**src/design/qracc_cfg.svh**
```systemverilog
// ##########################################################
// QR accelerator configuration
// Array, ADC and SRAM address sizes for the wrapper
// ##########################################################
`ifndef QRACC_CFG_SVH
`define QRACC_CFG_SVH

// Array geometry
`define QRACC_ROWS 16
`define QRACC_COLS 4

// ADC resolution, one comparator per code step
`define QRACC_ADC_BITS 4
`define QRACC_COMPS 15

// Word address, one wordline per row
`define QRACC_ADDR_W 4

`endif

```
**src/design/qracc_pkg.sv**
```systemverilog
// ##########################################################
// QR accelerator types
// Vector typedefs and the SRAM sequencer state encoding
// ##########################################################
`include "qracc_cfg.svh"

package qracc_pkg;

    // One bit per array row (data, selects, wordlines)
    typedef logic [`QRACC_ROWS-1:0] row_vec_t;

    // One array word, a bit per column
    typedef logic [`QRACC_COLS-1:0] col_word_t;

    // Comparator outputs of one column ADC
    typedef logic [`QRACC_COMPS-1:0] therm_t;

    // Signed column result, -8 .. 7
    typedef logic signed [`QRACC_ADC_BITS-1:0] adc_code_t;

    typedef logic [`QRACC_ADDR_W-1:0] addr_t;

    // Word access sequencer
    typedef enum logic [2:0] {
        IDLE,      // Ready for a request
        PRECH,     // Bitline precharge
        WORDLINE,  // Wordline on, write drive for writes
        SENSE,     // Sense amp enable, reads only
        DONE
    } sram_state_e;

endpackage

```
**src/design/qracc_mac_if.sv**
```systemverilog
// ##########################################################
// MAC request bundle
// Captured request from the input stage to the drivers
// ##########################################################
`timescale 1ns/1ps

interface qracc_mac_if;

    logic                 mac_en;      // Captured MAC enable
    qracc_pkg::row_vec_t  data_p;      // Positive data bits
    qracc_pkg::row_vec_t  data_n;      // Negative data bits
    logic                 binary_cfg;  // Binary mode, NSM parked

    modport src (
        output mac_en, data_p, data_n, binary_cfg
    );

    modport dst (
        input mac_en, data_p, data_n, binary_cfg
    );

endinterface

```
**src/design/qracc_input_stage.sv**
```systemverilog
// ##########################################################
// MAC input stage
// Registers the request so the analog drive is clock aligned
// ##########################################################
`timescale 1ns/1ps

module qracc_input_stage (
    input  logic                clk,
    input  logic                nrst,

    // Raw request from the top level
    input  logic                mac_en_i,
    input  qracc_pkg::row_vec_t data_p_i,
    input  qracc_pkg::row_vec_t data_n_i,
    input  logic                binary_cfg_i,

    // Captured request
    qracc_mac_if.src            mac
);

    logic                mac_en_q;
    qracc_pkg::row_vec_t data_p_q;
    qracc_pkg::row_vec_t data_n_q;
    logic                binary_cfg_q;

    // New request taken every edge, no stall
    always_ff @(posedge clk or negedge nrst) begin
        if (!nrst) begin
            mac_en_q     <= 1'b0;
            data_p_q     <= '0;
            data_n_q     <= '0;
            binary_cfg_q <= 1'b0;
        end else begin
            mac_en_q     <= mac_en_i;
            data_p_q     <= data_p_i;
            data_n_q     <= data_n_i;
            binary_cfg_q <= binary_cfg_i;
        end
    end

    assign mac.mac_en     = mac_en_q;
    assign mac.data_p     = data_p_q;
    assign mac.data_n     = data_n_q;
    assign mac.binary_cfg = binary_cfg_q;

endmodule

```
**src/design/qracc_switch_driver.sv**
```systemverilog
// ##########################################################
// Switch matrix driver
// Row selects and ADC feedback controls per clock phase
// ##########################################################
`timescale 1ns/1ps

module qracc_switch_driver (
    input  logic                clk,
    qracc_mac_if.dst            mac,

    // Positive switch matrix
    output qracc_pkg::row_vec_t psm_vdr_sel_o,
    output qracc_pkg::row_vec_t psm_vdr_selb_o,
    output qracc_pkg::row_vec_t psm_vss_sel_o,
    output qracc_pkg::row_vec_t psm_vss_selb_o,
    output qracc_pkg::row_vec_t psm_vrst_sel_o,
    output qracc_pkg::row_vec_t psm_vrst_selb_o,

    // Negative switch matrix
    output qracc_pkg::row_vec_t nsm_vdr_sel_o,
    output qracc_pkg::row_vec_t nsm_vdr_selb_o,
    output qracc_pkg::row_vec_t nsm_vss_sel_o,
    output qracc_pkg::row_vec_t nsm_vss_selb_o,
    output qracc_pkg::row_vec_t nsm_vrst_sel_o,
    output qracc_pkg::row_vec_t nsm_vrst_selb_o,

    // ADC feedback and transfer switches
    output logic                nf_o,
    output logic                nfb_o,
    output logic                r2a_o,
    output logic                r2ab_o,
    output logic                m2a_o,
    output logic                m2ab_o
);

    qracc_pkg::row_vec_t dec_vdr;
    qracc_pkg::row_vec_t dec_vss;
    qracc_pkg::row_vec_t dec_vrst;
    logic                precharge;

    // Row decode: positive only to VDR, negative only to VSS, else reset
    assign dec_vdr  = mac.data_p & ~mac.data_n;
    assign dec_vss  = mac.data_n & ~mac.data_p;
    assign dec_vrst = ~(mac.data_p ^ mac.data_n);

    // High clock phase resets the array, only when a MAC is running
    assign precharge = clk && mac.mac_en;

    always_comb begin
        if (precharge) begin
            psm_vdr_sel_o  = '0;
            psm_vss_sel_o  = '0;
            psm_vrst_sel_o = '1;
            nsm_vdr_sel_o  = '0;
            nsm_vss_sel_o  = '0;
            nsm_vrst_sel_o = '1;
        end else begin
            psm_vdr_sel_o  = dec_vdr;
            psm_vss_sel_o  = dec_vss;
            psm_vrst_sel_o = dec_vrst;
            if (mac.binary_cfg) begin
                nsm_vdr_sel_o  = '0;  // NSM parked in binary mode
                nsm_vss_sel_o  = '0;
                nsm_vrst_sel_o = '1;
            end else begin
                nsm_vdr_sel_o  = dec_vss;  // Mirrored rails
                nsm_vss_sel_o  = dec_vdr;
                nsm_vrst_sel_o = dec_vrst;
            end
        end
    end

    assign psm_vdr_selb_o  = ~psm_vdr_sel_o;
    assign psm_vss_selb_o  = ~psm_vss_sel_o;
    assign psm_vrst_selb_o = ~psm_vrst_sel_o;
    assign nsm_vdr_selb_o  = ~nsm_vdr_sel_o;
    assign nsm_vss_selb_o  = ~nsm_vss_sel_o;
    assign nsm_vrst_selb_o = ~nsm_vrst_sel_o;

    // Negative feedback is power hungry, so only during precharge
    assign nf_o   = precharge;
    assign r2a_o  = precharge;
    assign m2a_o  = ~precharge;
    assign nfb_o  = ~nf_o;
    assign r2ab_o = ~r2a_o;
    assign m2ab_o = ~m2a_o;

endmodule

```
**src/design/qracc_adc_encoder.sv**
```systemverilog
// ##########################################################
// ADC encoder
// Thermometer codes to registered signed column results
// ##########################################################
`timescale 1ns/1ps
`include "qracc_cfg.svh"

module qracc_adc_encoder (
    input  logic                                    clk,
    input  logic                                    nrst,
    qracc_mac_if.dst                                mac,

    input  qracc_pkg::therm_t   [`QRACC_COLS-1:0]   therm_i,
    output qracc_pkg::adc_code_t [`QRACC_COLS-1:0]  adc_out_o,
    output logic                                    adc_valid_o
);

    qracc_pkg::adc_code_t [`QRACC_COLS-1:0] adc_enc;

    // Highest set comparator (from 1) minus mid scale, all zero is -8
    function automatic qracc_pkg::adc_code_t therm_to_code(input qracc_pkg::therm_t therm);
        int top;
        top = 0;
        for (int i = 0; i < `QRACC_COMPS; i++) begin
            if (therm[i]) begin
                top = i + 1;
            end
        end
        return qracc_pkg::adc_code_t'(top - (1 << (`QRACC_ADC_BITS - 1)));
    endfunction

    always_comb begin
        for (int c = 0; c < `QRACC_COLS; c++) begin
            adc_enc[c] = therm_to_code(therm_i[c]);
        end
    end

    // Sampled at the end of the analog phase
    always_ff @(posedge clk or negedge nrst) begin
        if (!nrst) begin
            adc_out_o   <= '0;
            adc_valid_o <= 1'b0;
        end else begin
            adc_out_o   <= adc_enc;
            adc_valid_o <= mac.mac_en;  // Request captured one edge earlier
        end
    end

endmodule

```
**src/design/qracc_sram_ctrl.sv**
```systemverilog
// ##########################################################
// SRAM access controller
// Precharge, wordline, write and sense phases for one word
// ##########################################################
`timescale 1ns/1ps

module qracc_sram_ctrl (
    input  logic                 clk,
    input  logic                 nrst,

    // Request side
    input  logic                 valid_i,
    input  logic                 wr_i,
    input  qracc_pkg::addr_t     addr_i,
    input  qracc_pkg::col_word_t wdata_i,
    output logic                 ready_o,
    output qracc_pkg::col_word_t rdata_o,
    output logic                 rvalid_o,

    // Array side
    input  qracc_pkg::col_word_t sa_out_i,
    output qracc_pkg::row_vec_t  wl_o,
    output logic                 w2b_o,
    output logic                 pch_o,    // Active low precharge
    output logic                 saen_o,
    output logic                 csel_o,
    output qracc_pkg::col_word_t wr_data_o
);

    qracc_pkg::sram_state_e state_q;
    qracc_pkg::sram_state_e state_d;
    logic                   accept;

    // Latched request
    logic                   wr_q;
    qracc_pkg::addr_t       addr_q;
    qracc_pkg::col_word_t   wdata_q;

    assign ready_o = (state_q == qracc_pkg::IDLE);
    assign accept  = valid_i && ready_o;

    always_comb begin
        state_d = state_q;
        case (state_q)
            qracc_pkg::IDLE:     if (accept) state_d = qracc_pkg::PRECH;
            qracc_pkg::PRECH:    state_d = qracc_pkg::WORDLINE;
            qracc_pkg::WORDLINE: state_d = wr_q ? qracc_pkg::DONE : qracc_pkg::SENSE;
            qracc_pkg::SENSE:    state_d = qracc_pkg::DONE;
            qracc_pkg::DONE:     state_d = qracc_pkg::IDLE;
            default:             state_d = qracc_pkg::IDLE;
        endcase
    end

    always_ff @(posedge clk or negedge nrst) begin
        if (!nrst) begin
            state_q  <= qracc_pkg::IDLE;
            rvalid_o <= 1'b0;
        end else begin
            state_q  <= state_d;
            rvalid_o <= (state_q == qracc_pkg::DONE) && !wr_q;
        end
    end

    // Request and read data payload
    always_ff @(posedge clk) begin
        if (accept) begin
            wr_q    <= wr_i;
            addr_q  <= addr_i;
            wdata_q <= wdata_i;
        end
        if ((state_q == qracc_pkg::DONE) && !wr_q) begin
            rdata_o <= sa_out_i;
        end
    end

    // Array phase controls
    always_comb begin
        wl_o = '0;
        if ((state_q == qracc_pkg::WORDLINE) || (state_q == qracc_pkg::SENSE)) begin
            wl_o = qracc_pkg::row_vec_t'(1) << addr_q;  // One-hot row
        end
    end

    assign pch_o     = (state_q != qracc_pkg::PRECH);
    assign w2b_o     = (state_q == qracc_pkg::WORDLINE) && wr_q;
    assign saen_o    = (state_q == qracc_pkg::SENSE);
    assign csel_o    = (state_q != qracc_pkg::IDLE);
    assign wr_data_o = wdata_q;

endmodule

```
**src/design/qracc_wrapper.sv**
```systemverilog
// ##########################################################
// QR accelerator wrapper
// MAC pipeline and SRAM controller around the analog macro
// ##########################################################
`timescale 1ns/1ps
`include "qracc_cfg.svh"

module qracc_wrapper (
    input  logic                                    clk,
    input  logic                                    nrst,

    // MAC request
    input  logic                                    mac_en_i,
    input  qracc_pkg::row_vec_t                     data_p_i,
    input  qracc_pkg::row_vec_t                     data_n_i,
    input  logic                                    binary_cfg_i,

    // Switch matrix drive
    output qracc_pkg::row_vec_t                     psm_vdr_sel_o,
    output qracc_pkg::row_vec_t                     psm_vdr_selb_o,
    output qracc_pkg::row_vec_t                     psm_vss_sel_o,
    output qracc_pkg::row_vec_t                     psm_vss_selb_o,
    output qracc_pkg::row_vec_t                     psm_vrst_sel_o,
    output qracc_pkg::row_vec_t                     psm_vrst_selb_o,
    output qracc_pkg::row_vec_t                     nsm_vdr_sel_o,
    output qracc_pkg::row_vec_t                     nsm_vdr_selb_o,
    output qracc_pkg::row_vec_t                     nsm_vss_sel_o,
    output qracc_pkg::row_vec_t                     nsm_vss_selb_o,
    output qracc_pkg::row_vec_t                     nsm_vrst_sel_o,
    output qracc_pkg::row_vec_t                     nsm_vrst_selb_o,
    output logic                                    nf_o,
    output logic                                    nfb_o,
    output logic                                    r2a_o,
    output logic                                    r2ab_o,
    output logic                                    m2a_o,
    output logic                                    m2ab_o,

    // ADC
    input  qracc_pkg::therm_t    [`QRACC_COLS-1:0]  therm_i,
    output qracc_pkg::adc_code_t [`QRACC_COLS-1:0]  adc_out_o,
    output logic                                    adc_valid_o,

    // SRAM request port
    input  logic                                    sram_valid_i,
    input  logic                                    sram_wr_i,
    input  qracc_pkg::addr_t                        sram_addr_i,
    input  qracc_pkg::col_word_t                    sram_wdata_i,
    output logic                                    sram_ready_o,
    output qracc_pkg::col_word_t                    sram_rdata_o,
    output logic                                    sram_rvalid_o,

    // Bitcell array controls
    input  qracc_pkg::col_word_t                    sa_out_i,
    output qracc_pkg::row_vec_t                     wl_o,
    output logic                                    w2b_o,
    output logic                                    pch_o,
    output logic                                    saen_o,
    output logic                                    csel_o,
    output qracc_pkg::col_word_t                    wr_data_o
);

    qracc_mac_if i_mac_if ();

    qracc_input_stage i_input_stage (
        .clk          (clk),
        .nrst         (nrst),
        .mac_en_i     (mac_en_i),
        .data_p_i     (data_p_i),
        .data_n_i     (data_n_i),
        .binary_cfg_i (binary_cfg_i),
        .mac          (i_mac_if.src)
    );

    qracc_switch_driver i_switch_driver (
        .clk             (clk),
        .mac             (i_mac_if.dst),
        .psm_vdr_sel_o   (psm_vdr_sel_o),
        .psm_vdr_selb_o  (psm_vdr_selb_o),
        .psm_vss_sel_o   (psm_vss_sel_o),
        .psm_vss_selb_o  (psm_vss_selb_o),
        .psm_vrst_sel_o  (psm_vrst_sel_o),
        .psm_vrst_selb_o (psm_vrst_selb_o),
        .nsm_vdr_sel_o   (nsm_vdr_sel_o),
        .nsm_vdr_selb_o  (nsm_vdr_selb_o),
        .nsm_vss_sel_o   (nsm_vss_sel_o),
        .nsm_vss_selb_o  (nsm_vss_selb_o),
        .nsm_vrst_sel_o  (nsm_vrst_sel_o),
        .nsm_vrst_selb_o (nsm_vrst_selb_o),
        .nf_o            (nf_o),
        .nfb_o           (nfb_o),
        .r2a_o           (r2a_o),
        .r2ab_o          (r2ab_o),
        .m2a_o           (m2a_o),
        .m2ab_o          (m2ab_o)
    );

    // Valid follows the captured enable by one more edge
    qracc_adc_encoder i_adc_encoder (
        .clk         (clk),
        .nrst        (nrst),
        .mac         (i_mac_if.dst),
        .therm_i     (therm_i),
        .adc_out_o   (adc_out_o),
        .adc_valid_o (adc_valid_o)
    );

    qracc_sram_ctrl i_sram_ctrl (
        .clk       (clk),
        .nrst      (nrst),
        .valid_i   (sram_valid_i),
        .wr_i      (sram_wr_i),
        .addr_i    (sram_addr_i),
        .wdata_i   (sram_wdata_i),
        .ready_o   (sram_ready_o),
        .rdata_o   (sram_rdata_o),
        .rvalid_o  (sram_rvalid_o),
        .sa_out_i  (sa_out_i),
        .wl_o      (wl_o),
        .w2b_o     (w2b_o),
        .pch_o     (pch_o),
        .saen_o    (saen_o),
        .csel_o    (csel_o),
        .wr_data_o (wr_data_o)
    );

endmodule

```
**config.mk**
```make
export PLATFORM = sky130hd
export DESIGN_NAME = qracc_wrapper
export DESIGN_NICKNAME = d
export VERILOG_FILES = /design/src/design/qracc_pkg.sv /design/src/design/qracc_mac_if.sv /design/src/design/qracc_input_stage.sv /design/src/design/qracc_switch_driver.sv /design/src/design/qracc_adc_encoder.sv /design/src/design/qracc_sram_ctrl.sv /design/src/design/qracc_wrapper.sv
export VERILOG_INCLUDE_DIRS = /design/src /design/src/design
export SDC_FILE = /design/constraint.sdc
export NUM_CORES = 1
export LEC_CHECK = 0
export ABC_AREA = 1
export BUFFER_PORTS_ARGS = -buffer_cell sky130_fd_sc_hd__buf_2
export CELL_PAD_IN_SITES_DETAIL_PLACEMENT = 1
export CELL_PAD_IN_SITES_GLOBAL_PLACEMENT = 1
export CORE_AREA = 2 2 138 140
export CTS_CLUSTER_SIZE = 30
export DETAILED_ROUTE_END_ITERATION = 7
export DIE_AREA = 0 0 140 142
export GPL_ROUTABILITY_DRIVEN = 1
export PLACE_DENSITY = 0.77
export SLEW_MARGIN = 10
export SYNTH_ARGS = -nofsm -noshare
export SYNTH_HDL_FRONTEND = slang
export SYNTH_SLANG_ARGS = --single-unit
export TNS_END_PERCENT = 50
```
**constraint.sdc**
```tcl
create_clock -name clk -period 2.3 [get_ports clk]
set_input_delay 0.345 -clock clk [delete_from_list [all_inputs] [get_ports clk]]
set_output_delay 0.345 -clock clk [all_outputs]
set_load 0.005 [all_outputs]
```
; ---- After elaboration in Yosys (flattened, before gate mapping)
; Index checks and enable logic that the tools add are counted.
; W data, S select, Z words.
[totals]
wordCells = 120
output_inout_bits = 245
in_bits = 110
regBits = 68
[classes]
n_addsub = 4
bitwise_logic = 13
n_eq_ne = 6
reduce_logical = 8
shifts = 1
n_mux = 73
[ops]
columns = operator, n
row1 = $mux W16, 10
row2 = $mux W4, 37
row3 = $not A16 Y16, 9
row4 = $mux W3, 14
row5 = $and A16 B16 Y16, 2
row6 = $shl A1 B4 Y16 const A, 1
row7 = $sub A4 B4 Y4 const B, 4
row8 = $xor A16 B16 Y16, 1
row9 = $mux W2, 7
row10 = $pmux W3 S4, 1
row11 = $eq A3 B2 Y1 const B, 2
row12 = $logic_and A1 B1 Y1, 4
row13 = $mux W1, 4
row14 = $eq A3 B1 Y1 const B, 1
row15 = $eq A3 B3 Y1 const B, 1
row16 = $logic_not A3 Y1, 1
row17 = $ne A3 B1 Y1 const B, 1
row18 = $reduce_bool A3 Y1, 1
row19 = $ne A2 B2 Y1 const B, 1
row20 = $logic_not A1 Y1, 1
row21 = $logic_or A1 B1 Y1, 1
row22 = $not A1 Y1, 1

; ---- Depth between registers and ports, before layout
[depth]
depth_word = 16
ltp_mapped = 15
depth_no_buf = 15

; ---- Hierarchy
; Synthesis repeated with hierarchy kept, for this count alone.
[unflattened]
cells_unflattened = 639
hier_area_um2 = 4458.0
[by_module_without_submodules]
columns = mod, instances, cells_each, area_each_um2
row1 = qracc_switch_driver, 1, 348, 1756.7
row2 = qracc_adc_encoder, 1, 191, 1114.8
row3 = qracc_input_stage, 1, 34, 850.8
row4 = qracc_sram_ctrl, 1, 66, 735.7

==> summary.md <==
| Metric | Value |
|---|---|
| Synthesized Nets | `roughly 740` |
| Share of total power in the clock network | `71.8%` |
| CP delay by family, top | `buffers and inverters` |
| Post-route DRC violation count | `25` |
| CP arrival | `2.23 ns` |
| Synthesized area per cell | `about 7.5 um2` |
| GRT overflow | `0` |
| Area of the mapped netlist | `4510 um2` |
| DIE AREA | `19900 um2` |
| Internal Power | `4.51 mW` |
| Gr busiest metal | `met4` |
| Antenna cells | `0` |
| Drt total wl | `20700 um` |
| Met3 Resource Use GR | `between 10% and 20%` |
| CP max-delay cell | `nor2_2` |
| Port Buffers | `354` |
| Via density | `4.30` |
| Final hold vios | `0` |
| LEAKAGE | `around 5 nW` |
| VDD IR max | `0.388 mV` |
| FF-to-FF setup slack | `0.78 ns` |
| Buffers and inverters on the worst path | `7` |
| Power density cells | `887 nW/um2` |
| Initial DRC count | `164` |
| Relative slew margins | `between 50% and 60%` |
| Worst Setup SP | `clk` |
| Worst skew pair latency | `0.45 ns` |
| Clock Skew | `between 0.006 and 0.007 ns` |
| Die H | `around 140 um` |
| Die W | `between 100 and 150 um` |
| WP data required | `just under 2 ns` |
| Sequential share of the synthesized area | `39.2%` |
| Slew @ Worst Pin | `0.707 ns` |
| Initial antenna violation count | `2` |
| Max-Cap Viols | `0` |
| Share of layout cells above drive strength 1 | `between 50% and 60%` |
| Worst R2R End | `i_sram_ctrl.rdata_o[0]` |
| Setup slack after layout | `-0.276 ns` |
| R2r startpoint | `i_sram_ctrl.state_q[0]` |
| GRT met1 Usage | `11.2%` |
| Commonest non-fill, non-tap cell in the layout | `buf_2` |
| Num rows | `50` |
| Core Area | `18500 um2` |
| DP Wirelength | `13600 um` |
| Worst Hold Launch | `mac_en_i` |
| Vias in the first global route | `7625` |
| Largest net degree at the start of global routing | `33` |
| Max incr delay on CP | `around 0.15 ns` |
| Critical path peak fanout | `7` |
| Commonest cells after routing, fill and taps aside | `339 x buf_2, 236 x inv_1, 85 x nand2_1` |
| Area Growth Syn to Fin | `90.1%` |
| Failing checks | `DRC, setup timing` |
| Post-Syn Instances | `599` |
| Status | `complete, but fails checks` |
| Vias post-DR | `5852` |
| Synth Register Bits | `slightly below 70` |
| Final TNS setup | `-23.70 ns` |
| TritonRoute pass-1 iters | `8` |
| Sw frac | `between 40% and 50%` |
| RSZ-0062 raised after global routing | `true` |
| Hold Path End | `i_input_stage.mac.mac_en` |
| Gpl congestion | `0.821` |
| Grt met2 use | `24.3%` |
| I/O Pins | `approximately 360` |
| Most frequent CP cell | `buf_12` |
| Placed instance area | `6490 um2` |
| First-pass GRT wire length | `28200 um` |
| Crit end category | `output port` |
| HP Class | `in -> reg` |
| Reg power frac | `approximately a fifth` |
| Final setup fails | `158` |
| WL per Instance | `approximately 15 um` |
| Sw Pwr | `3.09 mW` |
| WS Path Type | `clk -> out` |
| Netlist cell types | `22` |
| Layout Nets | `1261` |
| Hold path depth | `1` |
| Pre-CTS WS | `-0.121 ns` |
| Antenna Violating Nets Remaining | `0` |
| CTS tree | `done` |
| Synth warn | `0` |
| CP Cell Sequence | `clkbuf_16 > nand2_8 > buf_12 > buf_12 > inv_4 > nor2_4 > inv_2 > nor2_2 > inv_1 > buf_2` |
| R2R cell count | `3` |
| Max-slew violation count | `0` |
| Clk pin slew, worst setup/hold paths | `around 0.050 ns` |
| Worst setup SP type | `clock port` |
| Initial Util | `24.4%` |
| Tot GR Track Use | `between 10% and 20%` |
| Logic pwr share | `under 10%` |
| Design area | `8570 um2` |
-- cells in the mapped netlist (all sizes together) --
library cell | n | area share (%)
a31oi | 4 | 0.55
buf | 11 | 2.6
clkbuf | 3 | 0.25
dfrtp | 55 | 31
edfxtp | 13 | 8.7
ha | 32 | 8.9
inv | 228 | 19
nand2 | 101 | 9.0
nand3 | 14 | 1.6
nor2 | 126 | 18
nor3 | 1 | 0.11
nor4 | 1 | 0.14
o21ai | 5 | 0.55
or2 | 5 | 0.69
-- state kept, by name (all words and copies together) (netlist names) --
| register | count |
|---|---|
| i_sram_ctrl.addr_q | 4 |
| i_sram_ctrl.state_q | 3 |
| i_input_stage.mac.data_p | 16 |
| i_sram_ctrl.rdata_o | 4 |
| i_adc_encoder.adc_out_o | 16 |
| i_sram_ctrl.wr_q | 1 |
| i_input_stage.mac.mac_en | 1 |
| i_adc_encoder.adc_valid_o | 1 |
| i_sram_ctrl.rvalid_o | 1 |
| i_input_stage.mac.binary_cfg | 1 |
| i_input_stage.mac.data_n | 16 |
| i_sram_ctrl.wr_data_o | 4 |
-- cell type report --
| type | instances | area (um2) |
|---|---|---|
| clock buffer | 259 | 1980 |
| clock inverter | 189 | 976 |
| fill | 2337 | 9880 |
| inverter | 131 | 492 |
| multi-input combinational | 289 | 1920 |
| sequential | 68 | 1770 |
| tap | 234 | 293 |
| timing repair buffer | 192 | 1140 |
-- power by group through the flow --
stage	sequential, mW	clock, mW	combinational, mW
detailed placement	1.45	1.42	0.644
floorplan	1.44	1.10	0.315
global route	1.45	5.88	0.795
CTS	1.43	5.08	0.707
global placement	1.44	1.42	0.612
finish	1.43	5.46	0.708
-- metal layers --
metal  wire [um]  up-vias
li1            -     2682
met2       10800      432
met1        6050     2605
met4        1190        2
met3        2680      131
met5          11        -
-- cells by family after synthesis --
| family | Yosys count | share of synthesized area [%] |
|---|---|---|
| and+or+nand+nor | 248 | 29.0 |
| buffers and inverters | 242 | 21.9 |
| DFF | 68 | 39.2 |
| adders and majority gates | 32 | 8.88 |
| AOI/OAI and AO/OA | 9 | 1.11 |
-- through the flow --
| step | hold slack [ns] | power (mW) | util [%] | std cells |
|---|---|---|---|---|
| 6_report | 0.0196 | 7.60 | 46.5 | 1362 |
| 5_1_grt | 0.00221 | 8.12 | 46.5 | 1362 |
| 3_5_place_dp | 0.388 | 3.51 | 35.2 | 1177 |
| 2_1_floorplan | 0.0494 | 2.86 | - | 599 |
| 4_1_cts | 0.00345 | 7.22 | 44.4 | 1338 |
| 3_3_place_gp | 0.380 | 3.47 | 35.2 | 1177 |
-- what timing repair did --
item,CTS,global route
hold endpoints to repair,53,1
setup endpoints to repair,200,179
hold buffers,31,1
pin swaps,5,20
setup buffers,19,22
gates cloned,0,2
resized for setup,43,57
-- how the worst max path moves through the flow --
stage	end	slack, ns	depth (start not counted)
2_1_floorplan	nsm_vrst_selb_o[10]	0.09	7
3_3_place_gp	nsm_vrst_selb_o[15]	-0.12	6
3_5_place_dp	nsm_vrst_selb_o[0]	-0.12	6
4_1_cts	nsm_vdr_selb_o[12]	-0.31	10
5_1_grt	nsm_vss_selb_o[15]	-0.37	9
6_report	nsm_vdr_selb_o[7]	-0.28	10
No activity file was read; power rests on OpenSTA's default activity.
